**src/common/profiler_pkg.sv**
```systemverilog
package profiler_pkg;

        // ====================
        // Sizes
        // ====================

        // Profiled channels with one bit each in the idle mask
        localparam int NUM_CHANNELS = 8;

        // Channel number width
        localparam int CHAN_W = 3;

        // Timestamp and duration width
        localparam int TS_W = 32;

        // Event queue depth
        localparam int FIFO_DEPTH = 16;

        // Occupancy width that holds 0 to FIFO_DEPTH
        localparam int CNT_W = 5;

        // ====================
        // Encodings
        // ====================

        // Profiling mode
        typedef enum logic {
                MODE_TIMESTAMP = 1'b0,
                MODE_ELAPSED   = 1'b1
        } perf_mode_e;

        // Event kind
        // START is idle to active, END is active to idle
        typedef enum logic {
                EVENT_START = 1'b0,
                EVENT_END   = 1'b1
        } perf_event_e;

        // Queue entry of 36 bits
        // Value is a timestamp or a duration depending on mode
        typedef struct packed {
                perf_event_e             event_type;
                logic [CHAN_W-1:0]       channel;
                logic [TS_W-1:0]         value;
        } perf_entry_t;

endpackage

```
**src/common/event_fifo_if.sv**
```systemverilog
`timescale 1ns/1ps

interface event_fifo_if;

        // Head of queue
        profiler_pkg::perf_entry_t          rd_entry;

        // Head entry is present
        logic                               rd_valid;

        // Queue status
        logic                               full;
        logic [profiler_pkg::CNT_W-1:0]     count;

        // One-cycle pop while rd_valid is high
        logic                               pop;

        // Queue drives data and status
        modport fifo_side (
                output rd_entry,
                output rd_valid,
                output full,
                output count,
                input  pop
        );

        // Readout pops and takes data
        modport reader_side (
                input  rd_entry,
                input  rd_valid,
                input  full,
                input  count,
                output pop
        );

endinterface

```
**src/capture/event_capture.sv**
```systemverilog
`timescale 1ns/1ps

module event_capture (
        input  logic                                    clk,
        input  logic                                    arst_n,
        input  logic [profiler_pkg::NUM_CHANNELS-1:0]   channel_idle,
        input  logic                                    cfg_enable,
        input  logic                                    cfg_mode,
        input  logic                                    cfg_clear,
        input  logic                                    wr_ready,
        output logic                                    wr_valid,
        output profiler_pkg::perf_entry_t               wr_entry
);

        // Free-running time base
        logic [profiler_pkg::TS_W-1:0]          ts_count;

        // Registered idle levels for edge detection
        logic [profiler_pkg::NUM_CHANNELS-1:0]  idle_prev;
        logic [profiler_pkg::NUM_CHANNELS-1:0]  idle_rise;
        logic [profiler_pkg::NUM_CHANNELS-1:0]  idle_fall;

        // Per-channel start of activity in elapsed mode
        logic [profiler_pkg::TS_W-1:0]          start_time [profiler_pkg::NUM_CHANNELS];

        // Chosen channel for this cycle
        logic [profiler_pkg::CHAN_W-1:0]        sel_chan;
        logic                                   sel_found;
        logic                                   elapsed_mode;

        assign elapsed_mode = (cfg_mode == profiler_pkg::MODE_ELAPSED);

        // ====================
        // Timestamp counter
        // ====================

        // Clear wins over counting
        always_ff @(posedge clk or negedge arst_n) begin
                if (!arst_n) begin
                        ts_count <= '0;
                end else if (cfg_clear) begin
                        ts_count <= '0;
                end else if (cfg_enable) begin
                        ts_count <= ts_count + 1'b1;
                end
        end

        // ====================
        // Edge detection
        // ====================

        // All channels start out idle
        always_ff @(posedge clk or negedge arst_n) begin
                if (!arst_n) begin
                        idle_prev <= '1;
                end else if (cfg_enable) begin
                        idle_prev <= channel_idle;
                end
        end

        // Rise is active to idle, fall is idle to active
        assign idle_rise = channel_idle & ~idle_prev;
        assign idle_fall = ~channel_idle & idle_prev;

        // ====================
        // Start times
        // ====================

        // Every channel that goes active stores the time base,
        // not only the one picked for the queue
        always_ff @(posedge clk or negedge arst_n) begin
                if (!arst_n) begin
                        for (int i = 0; i < profiler_pkg::NUM_CHANNELS; i++) begin
                                start_time[i] <= '0;
                        end
                end else if (cfg_clear) begin
                        for (int i = 0; i < profiler_pkg::NUM_CHANNELS; i++) begin
                                start_time[i] <= '0;
                        end
                end else if (cfg_enable && elapsed_mode) begin
                        for (int i = 0; i < profiler_pkg::NUM_CHANNELS; i++) begin
                                if (idle_fall[i]) begin
                                        start_time[i] <= ts_count;
                                end
                        end
                end
        end

        // ====================
        // Channel choice
        // ====================

        // Scan from channel 0 up, first hit wins
        // Other channels with edges this cycle are not recorded
        always_comb begin
                sel_chan  = '0;
                sel_found = 1'b0;
                for (int i = 0; i < profiler_pkg::NUM_CHANNELS; i++) begin
                        // Elapsed mode only reports the return to idle
                        if (!sel_found && (idle_rise[i] || (idle_fall[i] && !elapsed_mode))) begin
                                sel_chan  = profiler_pkg::CHAN_W'(i);
                                sel_found = 1'b1;
                        end
                end
        end

        // ====================
        // Entry building
        // ====================

        always_comb begin
                wr_entry.channel = sel_chan;
                if (elapsed_mode) begin
                        // Duration in enabled cycles
                        wr_entry.event_type = profiler_pkg::EVENT_END;
                        wr_entry.value      = ts_count - start_time[sel_chan];
                end else begin
                        wr_entry.event_type = idle_rise[sel_chan] ? profiler_pkg::EVENT_END
                                                                  : profiler_pkg::EVENT_START;
                        wr_entry.value      = ts_count;
                end
        end

        // No room in the queue means the event is lost
        assign wr_valid = cfg_enable && sel_found && wr_ready;

endmodule

```
**src/hdl/event_fifo.sv**
```systemverilog
`timescale 1ns/1ps

module event_fifo (
        input  logic                            clk,
        input  logic                            arst_n,
        input  logic                            cfg_clear,
        input  logic                            wr_valid,
        input  profiler_pkg::perf_entry_t       wr_entry,
        output logic                            wr_ready,
        event_fifo_if.fifo_side                 rd
);

        // Entry storage
        profiler_pkg::perf_entry_t      mem [profiler_pkg::FIFO_DEPTH];

        // Pointers wrap naturally at the power-of-two depth
        logic [$clog2(profiler_pkg::FIFO_DEPTH)-1:0]    wr_ptr;
        logic [$clog2(profiler_pkg::FIFO_DEPTH)-1:0]    rd_ptr;

        // Occupancy
        logic [profiler_pkg::CNT_W-1:0] count;

        // Accepted transfers
        logic                           wr_en;
        logic                           rd_en;
        logic                           is_full;
        logic                           is_empty;

        assign is_full  = (count == profiler_pkg::CNT_W'(profiler_pkg::FIFO_DEPTH));
        assign is_empty = (count == '0);

        assign wr_en = wr_valid && !is_full;
        assign rd_en = rd.pop && !is_empty;

        // ====================
        // Storage write
        // ====================

        always_ff @(posedge clk) begin
                if (wr_en) begin
                        mem[wr_ptr] <= wr_entry;
                end
        end

        // ====================
        // Pointers and count
        // ====================

        // Clear drops everything held
        always_ff @(posedge clk or negedge arst_n) begin
                if (!arst_n) begin
                        wr_ptr <= '0;
                        rd_ptr <= '0;
                        count  <= '0;
                end else if (cfg_clear) begin
                        wr_ptr <= '0;
                        rd_ptr <= '0;
                        count  <= '0;
                end else begin
                        if (wr_en) begin
                                wr_ptr <= wr_ptr + 1'b1;
                        end
                        if (rd_en) begin
                                rd_ptr <= rd_ptr + 1'b1;
                        end
                        // Push and pop together leave the count alone
                        case ({wr_en, rd_en})
                                2'b10:   count <= count + 1'b1;
                                2'b01:   count <= count - 1'b1;
                                default: count <= count;
                        endcase
                end
        end

        // ====================
        // Outputs
        // ====================

        assign wr_ready    = !is_full;
        assign rd.rd_entry = mem[rd_ptr];
        assign rd.rd_valid = !is_empty;
        assign rd.full     = is_full;
        assign rd.count    = count;

endmodule

```
**src/hdl/perf_profiler_top.sv**
```systemverilog
`timescale 1ns/1ps

module perf_profiler_top (
        input  logic                                    clk,
        input  logic                                    arst_n,
        input  logic [profiler_pkg::NUM_CHANNELS-1:0]   channel_idle,
        input  logic                                    cfg_enable,
        input  logic                                    cfg_mode,
        input  logic                                    cfg_clear,
        input  logic                                    perf_fifo_rd,
        output logic [profiler_pkg::TS_W-1:0]           perf_fifo_data_low,
        output logic [profiler_pkg::TS_W-1:0]           perf_fifo_data_high,
        output logic                                    perf_fifo_empty,
        output logic                                    perf_fifo_full,
        output logic [profiler_pkg::CNT_W-1:0]          perf_fifo_count
);

        // ====================
        // Capture to queue
        // ====================

        logic                           wr_valid;
        logic                           wr_ready;
        profiler_pkg::perf_entry_t      wr_entry;

        // Queue to readout
        event_fifo_if fifo_if ();

        // Edge capture and entry building
        event_capture u_capture (
                .clk            (clk),
                .arst_n         (arst_n),
                .channel_idle   (channel_idle),
                .cfg_enable     (cfg_enable),
                .cfg_mode       (cfg_mode),
                .cfg_clear      (cfg_clear),
                .wr_ready       (wr_ready),
                .wr_valid       (wr_valid),
                .wr_entry       (wr_entry)
        );

        // Event queue that drops while full
        event_fifo u_fifo (
                .clk            (clk),
                .arst_n         (arst_n),
                .cfg_clear      (cfg_clear),
                .wr_valid       (wr_valid),
                .wr_entry       (wr_entry),
                .wr_ready       (wr_ready),
                .rd             (fifo_if.fifo_side)
        );

        // Pop strobe and two-word readback
        perf_readout u_readout (
                .clk                    (clk),
                .arst_n                 (arst_n),
                .cfg_clear              (cfg_clear),
                .perf_fifo_rd           (perf_fifo_rd),
                .fifo                   (fifo_if.reader_side),
                .perf_fifo_data_low     (perf_fifo_data_low),
                .perf_fifo_data_high    (perf_fifo_data_high),
                .perf_fifo_empty        (perf_fifo_empty),
                .perf_fifo_full         (perf_fifo_full),
                .perf_fifo_count        (perf_fifo_count)
        );

endmodule

```
**src/hdl/perf_readout.sv**
```systemverilog
`timescale 1ns/1ps

module perf_readout (
        input  logic                            clk,
        input  logic                            arst_n,
        input  logic                            cfg_clear,
        input  logic                            perf_fifo_rd,
        event_fifo_if.reader_side               fifo,
        output logic [profiler_pkg::TS_W-1:0]   perf_fifo_data_low,
        output logic [profiler_pkg::TS_W-1:0]   perf_fifo_data_high,
        output logic                            perf_fifo_empty,
        output logic                            perf_fifo_full,
        output logic [profiler_pkg::CNT_W-1:0]  perf_fifo_count
);

        // Entry held between pops
        profiler_pkg::perf_entry_t      held;

        // Strobe on an empty queue does nothing
        assign fifo.pop = perf_fifo_rd && fifo.rd_valid;

        // Latch the head on the pop edge
        always_ff @(posedge clk or negedge arst_n) begin
                if (!arst_n) begin
                        held <= '0;
                end else if (cfg_clear) begin
                        held <= '0;
                end else if (fifo.pop) begin
                        held <= fifo.rd_entry;
                end
        end

        // ====================
        // Word split
        // ====================

        // Low word carries timestamp or duration
        assign perf_fifo_data_low = held.value;

        // High word holds event type over channel with zeros above bit 3
        assign perf_fifo_data_high = {{(profiler_pkg::TS_W - 1 - profiler_pkg::CHAN_W){1'b0}},
                                      held.event_type, held.channel};

        // Status straight from the queue
        assign perf_fifo_empty = !fifo.rd_valid;
        assign perf_fifo_full  = fifo.full;
        assign perf_fifo_count = fifo.count;

endmodule

```
**config.mk**
```make
export PLATFORM = sky130hd
export DESIGN_NAME = perf_profiler_top
export DESIGN_NICKNAME = d
export VERILOG_FILES = /design/src/common/profiler_pkg.sv /design/src/common/event_fifo_if.sv /design/src/capture/event_capture.sv /design/src/hdl/event_fifo.sv /design/src/hdl/perf_profiler_top.sv /design/src/hdl/perf_readout.sv
export SDC_FILE = /design/constraint.sdc
export NUM_CORES = 1
export LEC_CHECK = 0
export BUFFER_PORTS_ARGS = -buffer_cell sky130_fd_sc_hd__buf_2
export CORE_ASPECT_RATIO = 2
export CORE_MARGIN = 2
export CORE_UTILIZATION = 50
export DETAILED_ROUTE_END_ITERATION = 8
export PLACE_DENSITY = 0.66
export SYNTH_ARGS = -nofsm -noshare
export SYNTH_HDL_FRONTEND = slang
export SYNTH_HIERARCHICAL = 1
export SYNTH_SLANG_ARGS = --single-unit
export TNS_END_PERCENT = 50
```
**constraint.sdc**
```tcl
create_clock -name clk -period 7.6 [get_ports clk]
set_input_delay 0.76 -clock clk [delete_from_list [all_inputs] [get_ports clk]]
set_output_delay 0.76 -clock clk [all_outputs]
set_load 0.02 [all_outputs]
```
==> run_results.csv, run 1 <==
group,metric,value,unit
worst_setup_path,reg2reg_depth,16,
yosys,synthSimpleGateAreaFrac,0.09807,
worst_setup_path,cp_max_fo,36,
worst_setup_path,arrival,6.65,ns
worst_setup_path,timing.rr.end,"u_fifo/mem[0][31]$_DFFE_PP_",
timing,final_max_slew_viol_count,0,
yosys,synth.area.top_cells,"edfxtp_1 (43%), dfrtp_1 (21%), mux4_2 (10%), nand2_1 (5.1%), o21ai_0 (3.5%)",
die,die_h,404.1,um
cts,root_buffer,"clkbuf_16",
die,coreArea,79280,um^2
grt,grt_max_degree,195,
power_and_ir_drop,ir_drop,0.2415,mV
cells_and_area,seq_area,25950,um^2
yosys,synth-async-reset-ratio,0.3746,
timing,final_hold_viol_count,0,
timing,setup_viol,0,
place,port_buffers,56,
yosys,synth-seq-cells,921,
cells_and_area,drive_gt1_frac,0.1797,
power_and_ir_drop,total_leakage_power,15.83,nW
routing,drtAntennaViolNets,0,
cts,cts_tree,"built",
timing,rsz0062_at_grt,"no",
yosys,postSynthAreaPerCell,13.69,um^2
cts,htreeDepth,3,
timing,finalWorstSetupSlack,1.230,ns
yosys,synth_compound_area_frac,0.08428,
timing,period_minus_slack,6.370,ns
routing,drc,0,
cells_and_area,multiInputGateArea,13230,um^2
yosys,synth.top_cells.by_count,"edfxtp_1 (576), nand2_1 (548), dfrtp_1 (337)",
yosys,synthMuxAreaShare,0.1125,
cts,cts_hold_buf,0,
timing,fin_tns_setup,0,ns
die,rows,146,
cts,cts.sink_count,921,
routing,dr.pass1.iters,5,
yosys,synth_top_family_by_area,"multiplexers",
cells_and_area,finalNetCount,2980,
cts,clock_path_buffers,3,
cts,cts.reportedPaths.clkPinSlew,0.06,ns
power_and_ir_drop,p_per_area,290.2,nW/um^2
cts,clock_latency,0.65,ns
routing,vias_per_cell,5.929,
routing,via_count,23860,
grt,overflow,0,
worst_setup_path,start_kind,"flop",
cells_and_area,final_cells,4025,
yosys,yosysMostFrequentCell,"edfxtp_1",
routing,routedWlPerCell,23.05,um
cells_and_area,fillCellCount,6270,
run_status,status,"completed",
cts,cts_made_buffers,79,
grt,antenna_found_initial,2,
timing,slew_headroom,0.1264,
cells_and_area,area_growth,10.03,%
yosys,synthesis.instances,2924,
cts,post_cts_buffers,0,
yosys,ys_types,72,
timing,timing.fmax,157.0,MHz
grt,grt_use_total,0.2317,
yosys,synthXorXnorAreaFrac,0.01357,
worst_setup_path,crit_type,"reg2reg",
yosys,synthesis.area,40020,um^2
place,gp_congestion,0.8846,
worst_setup_path,r2r_slack,1.23,ns
yosys,synth_edf_count,576,
worst_setup_path,critPathRequiredTime,7.88,ns
yosys,yosysTopAreaCellShare,0.4322,
timing,fin_skew,0.02019,ns
timing,tightest_slew,1.310,ns
min_path,hp-class,"in2async",
yosys,ys_warn_count,6,
worst_setup_path,end_kind,"flop",
worst_setup_path,r2r_start,"u_capture/idle_prev[0]$_DFFE_PN1P_",
routing,routed_wl,92.79,mm
timing,fin_crit_sh,0.8382,
flow_run,maxCapViolations,0,
cts,cts_resized,0,
die,die_width,204.1,um
place,dp_slack,0.9810,ns
place,dpl.cell_count,3881,
die,io_pins,85,
die,start_util,0.5048,
yosys,ys.flop_type,"edfxtp_1",
place,dp_hpwl,55.94,mm
grt,first_global_vias,24640,
die,die_area,82460,um^2
yosys,seq_area_frac_synth,0.6481,
routing,drt_iter0_drc,2176,
timing,worst_hold_slack,0.1791,ns
yosys,synth_adder_area_share,0.01269,
grt,grt_pass1_wl,144.8,mm
yosys,yosys.area.top_type,"edfxtp_1",
## cell type report
class,instances,share of cell area
inverter,31,0.002699
timing repair buffer,114,0.01739
clock inverter,47,0.01344
antenna,1,0.00005683
clock buffer,96,0.04728
multi-input combinational,1779,0.3004
tap,1036,0.02944
sequential,921,0.5893
## power by group
group          internal, W  switching, W
combinational      0.00110       0.00159
sequential         0.00574      0.000155
clock              0.00238       0.00181
total              0.00922       0.00356
## how the worst max path moves through the flow
stage / from / endpoint / slack, ns / cells after the start
2_1_floorplan: cfg_mode / u_fifo/mem[0][31]$_DFFE_PP_ / 2.49 / 18
3_3_place_gp: cfg_mode / u_fifo/mem[4][31]$_DFFE_PP_ / 1.25 / 20
3_5_place_dp: cfg_mode / u_fifo/mem[5][31]$_DFFE_PP_ / 0.98 / 16
4_1_cts: u_capture/idle_prev[0]$_DFFE_PN1P_ / u_fifo/mem[12][31]$_DFFE_PP_ / 1.34 / 16
5_1_grt: u_capture/idle_prev[0]$_DFFE_PN1P_ / u_fifo/mem[12][31]$_DFFE_PP_ / 0.80 / 18
6_report: u_capture/idle_prev[0]$_DFFE_PN1P_ / u_fifo/mem[0][31]$_DFFE_PP_ / 1.23 / 16
## kinds of logic (layout without fill, tap and decap cells)
family / count (synthesis) / count (layout)
xor+xnor: 62 / 62
mux: 218 / 218
compound gates: 535 / 535
other cells: 1 / 29
flops: 921 / 921
simple gates: 896 / 896
buf+inv: 251 / 288
fa+ha+maj: 40 / 40
## flip-flops by register name, summed over array words and instances, names as in the netlist
| signal | count |
|---|---|
| u_fifo/rd.count | 5 |
| u_fifo/mem | 576 |
| u_fifo/wr_ptr | 4 |
| u_fifo/rd_ptr | 4 |
| u_capture/ts_count | 32 |
| u_capture/start_time | 256 |
| u_readout/perf_fifo_data_low | 32 |
| u_capture/idle_prev | 8 |
| u_readout/perf_fifo_data_high | 4 |
## metal layers
metal,GRT usage,vias to the layer above,routed length [um]
li1,-,10730,-
met1,0.2832,12220,35350
met2,0.4205,735,49880
met3,0.02875,173,4633
met4,0.08174,0,2927
met5,0,-,0
## per-stage QoR
stage / util / instance area, um^2 / power (W)
after floorplan: - / 40120 / 0.008035
after global placement: 0.5217 / 41360 / 0.008639
after detailed placement: 0.5217 / 41360 / 0.008711
after CTS: 0.5554 / 44030 / 0.01289
after global routing: 0.5554 / 44030 / 0.01329
final: 0.5554 / 44030 / 0.01278
## layout by cell type (no fill, tap or decap), types with 32 or more instances in the layout
| cell | instances |
|---|---|
| a21bo_1 | 36 |
| a21oi_1 | 45 |
| a21oi_2 | 34 |
| a311oi_1 | 32 |
| a31oi_1 | 35 |
| and3_1 | 42 |
| buf_2 | 54 |
| buf_4 | 56 |
| clkbuf_16 | 80 |
| dfrtp_1 | 333 |
| edfxtp_1 | 576 |
| ha_1 | 39 |
| mux4_2 | 182 |
| nand2_1 | 548 |
| nand2b_1 | 55 |
| nand3_1 | 122 |
| nor2_1 | 63 |
| o21ai_0 | 282 |
| xnor2_1 | 34 |
## critical path, stage by stage, from the launching register on
cell	delay, ns
dfstp_2	0.57
nand2b_1	0.15
nand2_1	0.08
nor4_1	0.64
nor2b_4	0.95
a311oi_1	0.09
a31oi_1	0.39
ha_1	0.36
nor2_1	0.12
a211oi_1	0.06
o21ai_0	0.50
o211a_1	0.40
o211ai_1	0.24
a311oi_1	0.31
xnor2_1	0.17
nand2_1	0.08
xnor2_1	0.88
Note: power is estimated with default switching activity, not from simulation.
==> run 2, diff against run 1 <==
--- a/config.mk
+++ b/config.mk
@@ -10,7 +10,7 @@
 export CORE_MARGIN = 2
 export CORE_UTILIZATION = 50
 export DETAILED_ROUTE_END_ITERATION = 8
-export PLACE_DENSITY = 0.66
+export PLACE_DENSITY = 0.68
 export SYNTH_ARGS = -nofsm -noshare
 export SYNTH_HDL_FRONTEND = slang
 export SYNTH_HIERARCHICAL = 1
==> constraint.sdc (replaced) <==
create_clock -name clk -period 5.5 [get_ports clk]
set_input_delay 0.55 -clock clk [delete_from_list [all_inputs] [get_ports clk]]
set_output_delay 0.55 -clock clk [all_outputs]
set_load 0.02 [all_outputs]
==> run_results.csv, run 2 (synthesis results as in run 1) <==
group,metric,value,unit
run_status,status,"completed",
die,coreArea,79280,um^2
worst_setup_path,crit_path_cell_trace,"nand2b_1 > nand2_1 > or2_2 > a21o_4 > inv_6 > nand2_1 > and3_1 > a311oi_1 > a31o_2 > ha_1 > inv_1 > fa_1 > a21oi_1 > o21ai_0 > a31oi_1 > a21oi_2 > a21oi_1 > buf_4 > o21bai_1 > xor2_1 > mux2_2",
cts,htreeDepth,3,
timing,setup_viol,0,
grt,first_global_vias,24990,
power_and_ir_drop,ir_drop,0.3588,mV
worst_setup_path,crit_path_top_delay_cell,"dfstp_2",
timing,fin_skew,0.02621,ns
cells_and_area,final_common_cell,"edfxtp_1",
place,dp_slack,-0.1063,ns
timing,final_hold_viol_count,0,
die,io_pins,85,
timing,fin_crit_sh,0.9618,
die,die_h,404.1,um
timing,final_max_slew_viol_count,0,
timing,slew_headroom,0.2005,
routing,drtAntennaViolNets,0,
routing,routedWlPerCell,23.47,um
routing,vias_per_cell,5.970,
cells_and_area,mostFrequentLayoutCells,"edfxtp_1 (576), nand2_1 (548), dfrtp_1 (333)",
timing,period_minus_slack,5.290,ns
grt,grt_max_degree,174,
worst_setup_path,arrival,5.72,ns
cts,cts_tree,"built",
cells_and_area,fin_util,0.5639,
grt,antenna_found_initial,7,
cts,clock_path_buffers,3,
cells_and_area,drive_gt1_frac,0.1980,
worst_setup_path,cp_max_fo,17,
place,port_buffers,56,
worst_setup_path,cpPeakStageDelay,0.58,ns
routing,drc,0,
cts,clock_latency,0.64,ns
die,die_area,82460,um^2
cells_and_area,top_register,"u_fifo/mem",
grt,overflow,0,
worst_setup_path,critPathRequiredTime,5.93,ns
timing,rsz0062_at_grt,"no",
cts,root_buffer,"clkbuf_16",
worst_setup_path,r2r_slack,0.21,ns
cts,cts.sink_count,921,
routing,routed_wl,95.86,mm
place,gp_congestion,0.8980,
die,die_width,204.1,um
cts,post_cts_buffers,0,
die,start_util,0.5048,
flow_run,maxCapViolations,0,
cells_and_area,finalNetCount,3041,
min_path,hp-class,"in2reg",
cells_and_area,area_growth,11.71,%
grt,grt_use_total,0.2358,
cts,cts.reportedPaths.clkPinSlew,0.07,ns
routing,drt_iter0_drc,2492,
worst_setup_path,start_kind,"flop",
routing,dr.pass1.iters,7,
cells_and_area,fillCellCount,6165,
cells_and_area,largest_reg_flops,576,
timing,timing.fmax,189.0,MHz
worst_setup_path,crit_type,"reg2reg",
power_and_ir_drop,total_leakage_power,16.18,nW
routing,via_count,24380,
place,dp_hpwl,58.07,mm
timing,fin_tns_setup,0,ns
die,rows,146,
timing,finalWorstSetupSlack,0.2099,ns
power_and_ir_drop,p_per_area,397.8,nW/um^2
worst_setup_path,end_kind,"flop",
cts,cts_made_buffers,74,
cells_and_area,top_regs,"u_fifo/mem: 576 flops, u_capture/start_time: 256 flops",
grt,grt_pass1_wl,147.1,mm
timing,tightest_slew,1.199,ns
[run 2: changes by cell type in the layout (fill, tap and decap cells not counted), sizes merged]
cell         change
clkinvlp         +1
diode            +1
inv              -3
dlygate4sd3      +1
bufinv           +1
clkbuf           -8
clkinv           +1
buf             +65
[run 2: critical path, delay by kind of cell (launching register included)]
family,cells,cell delay (ns)
fa+ha+maj,2,0.61
compound gates,9,1.93
mux,1,0.42
simple gates,5,0.82
xor+xnor,1,0.29
flops,1,0.58
buf+inv,3,0.44
[run 2: path summary, 6_finish.rpt]
| kind | start | end | cells after the start |
|---|---|---|---|
| hold / removal | channel_idle[4] | u_capture/idle_prev[4]$_DFFE_PN1P_ | 2 |
| hold reg to reg | u_capture/start_time[255]$_DFFE_PN0P_ | u_capture/start_time[255]$_DFFE_PN0P_ | 2 |
| max in group asynchronous | arst_n | u_capture/start_time[118]$_DFFE_PN0P_ | 3 |
| min in group asynchronous | arst_n | u_capture/start_time[11]$_DFFE_PN0P_ | 2 |
| setup reg to reg | u_capture/idle_prev[1]$_DFFE_PN1P_ | u_fifo/mem[9][22]$_DFFE_PP_ | 21 |
| setup / recovery | u_capture/idle_prev[1]$_DFFE_PN1P_ | u_fifo/mem[9][22]$_DFFE_PP_ | 21 |
[run 2: final cells by class]
class | count | area (um^2) | area share
Antenna cell | 2 | 5.005 | 0.0001119
Clock buffer | 88 | 1987 | 0.04444
Clock inverter | 47 | 621.8 | 0.01391
Inverter | 31 | 121.4 | 0.002715
Multi-Input combinational cell | 1779 | 13260 | 0.2967
Sequential cell | 921 | 25950 | 0.5804
Tap cell | 1036 | 1296 | 0.02899
Timing Repair Buffer | 180 | 1464 | 0.03274
[run 2: power breakdown]
part | internal, W | total, W | switching (W)
logic | 0.00165 | 0.00390 | 0.00225
clock network | 0.00322 | 0.00572 | 0.00250
registers | 0.00792 | 0.00816 | 0.000238
[run 2: repair_timing]
action | in CTS | in global routing
hold buffers | 1 | 0
endpoints found under the setup margin | 16 | 112
gates resized for setup | 1 | 6
endpoints found under the hold margin | 77 | 0
[run 2: metal layers]
layer	vias up	share of wire	track usage
li1	10850	-	-
met1	12480	0.37	0.2802
met2	830	0.53	0.4285
met3	213	0.059	0.03431
met4	10	0.036	0.09191
met5	-	0.00059	0
[run 2: stage by stage]
stage | power [W] | std cells | hold WS [ns] | area (um^2)
floorplan | 0.01110 | 2951 | 0.2544 | 40120
global placement | 0.01210 | 3946 | 0.4584 | 42050
detailed placement | 0.01221 | 3946 | 0.4701 | 42050
CTS | 0.01792 | 4082 | 0.1501 | 44670
global route | 0.01845 | 4082 | 0.1883 | 44700
finish | 0.01779 | 4084 | 0.1881 | 44710
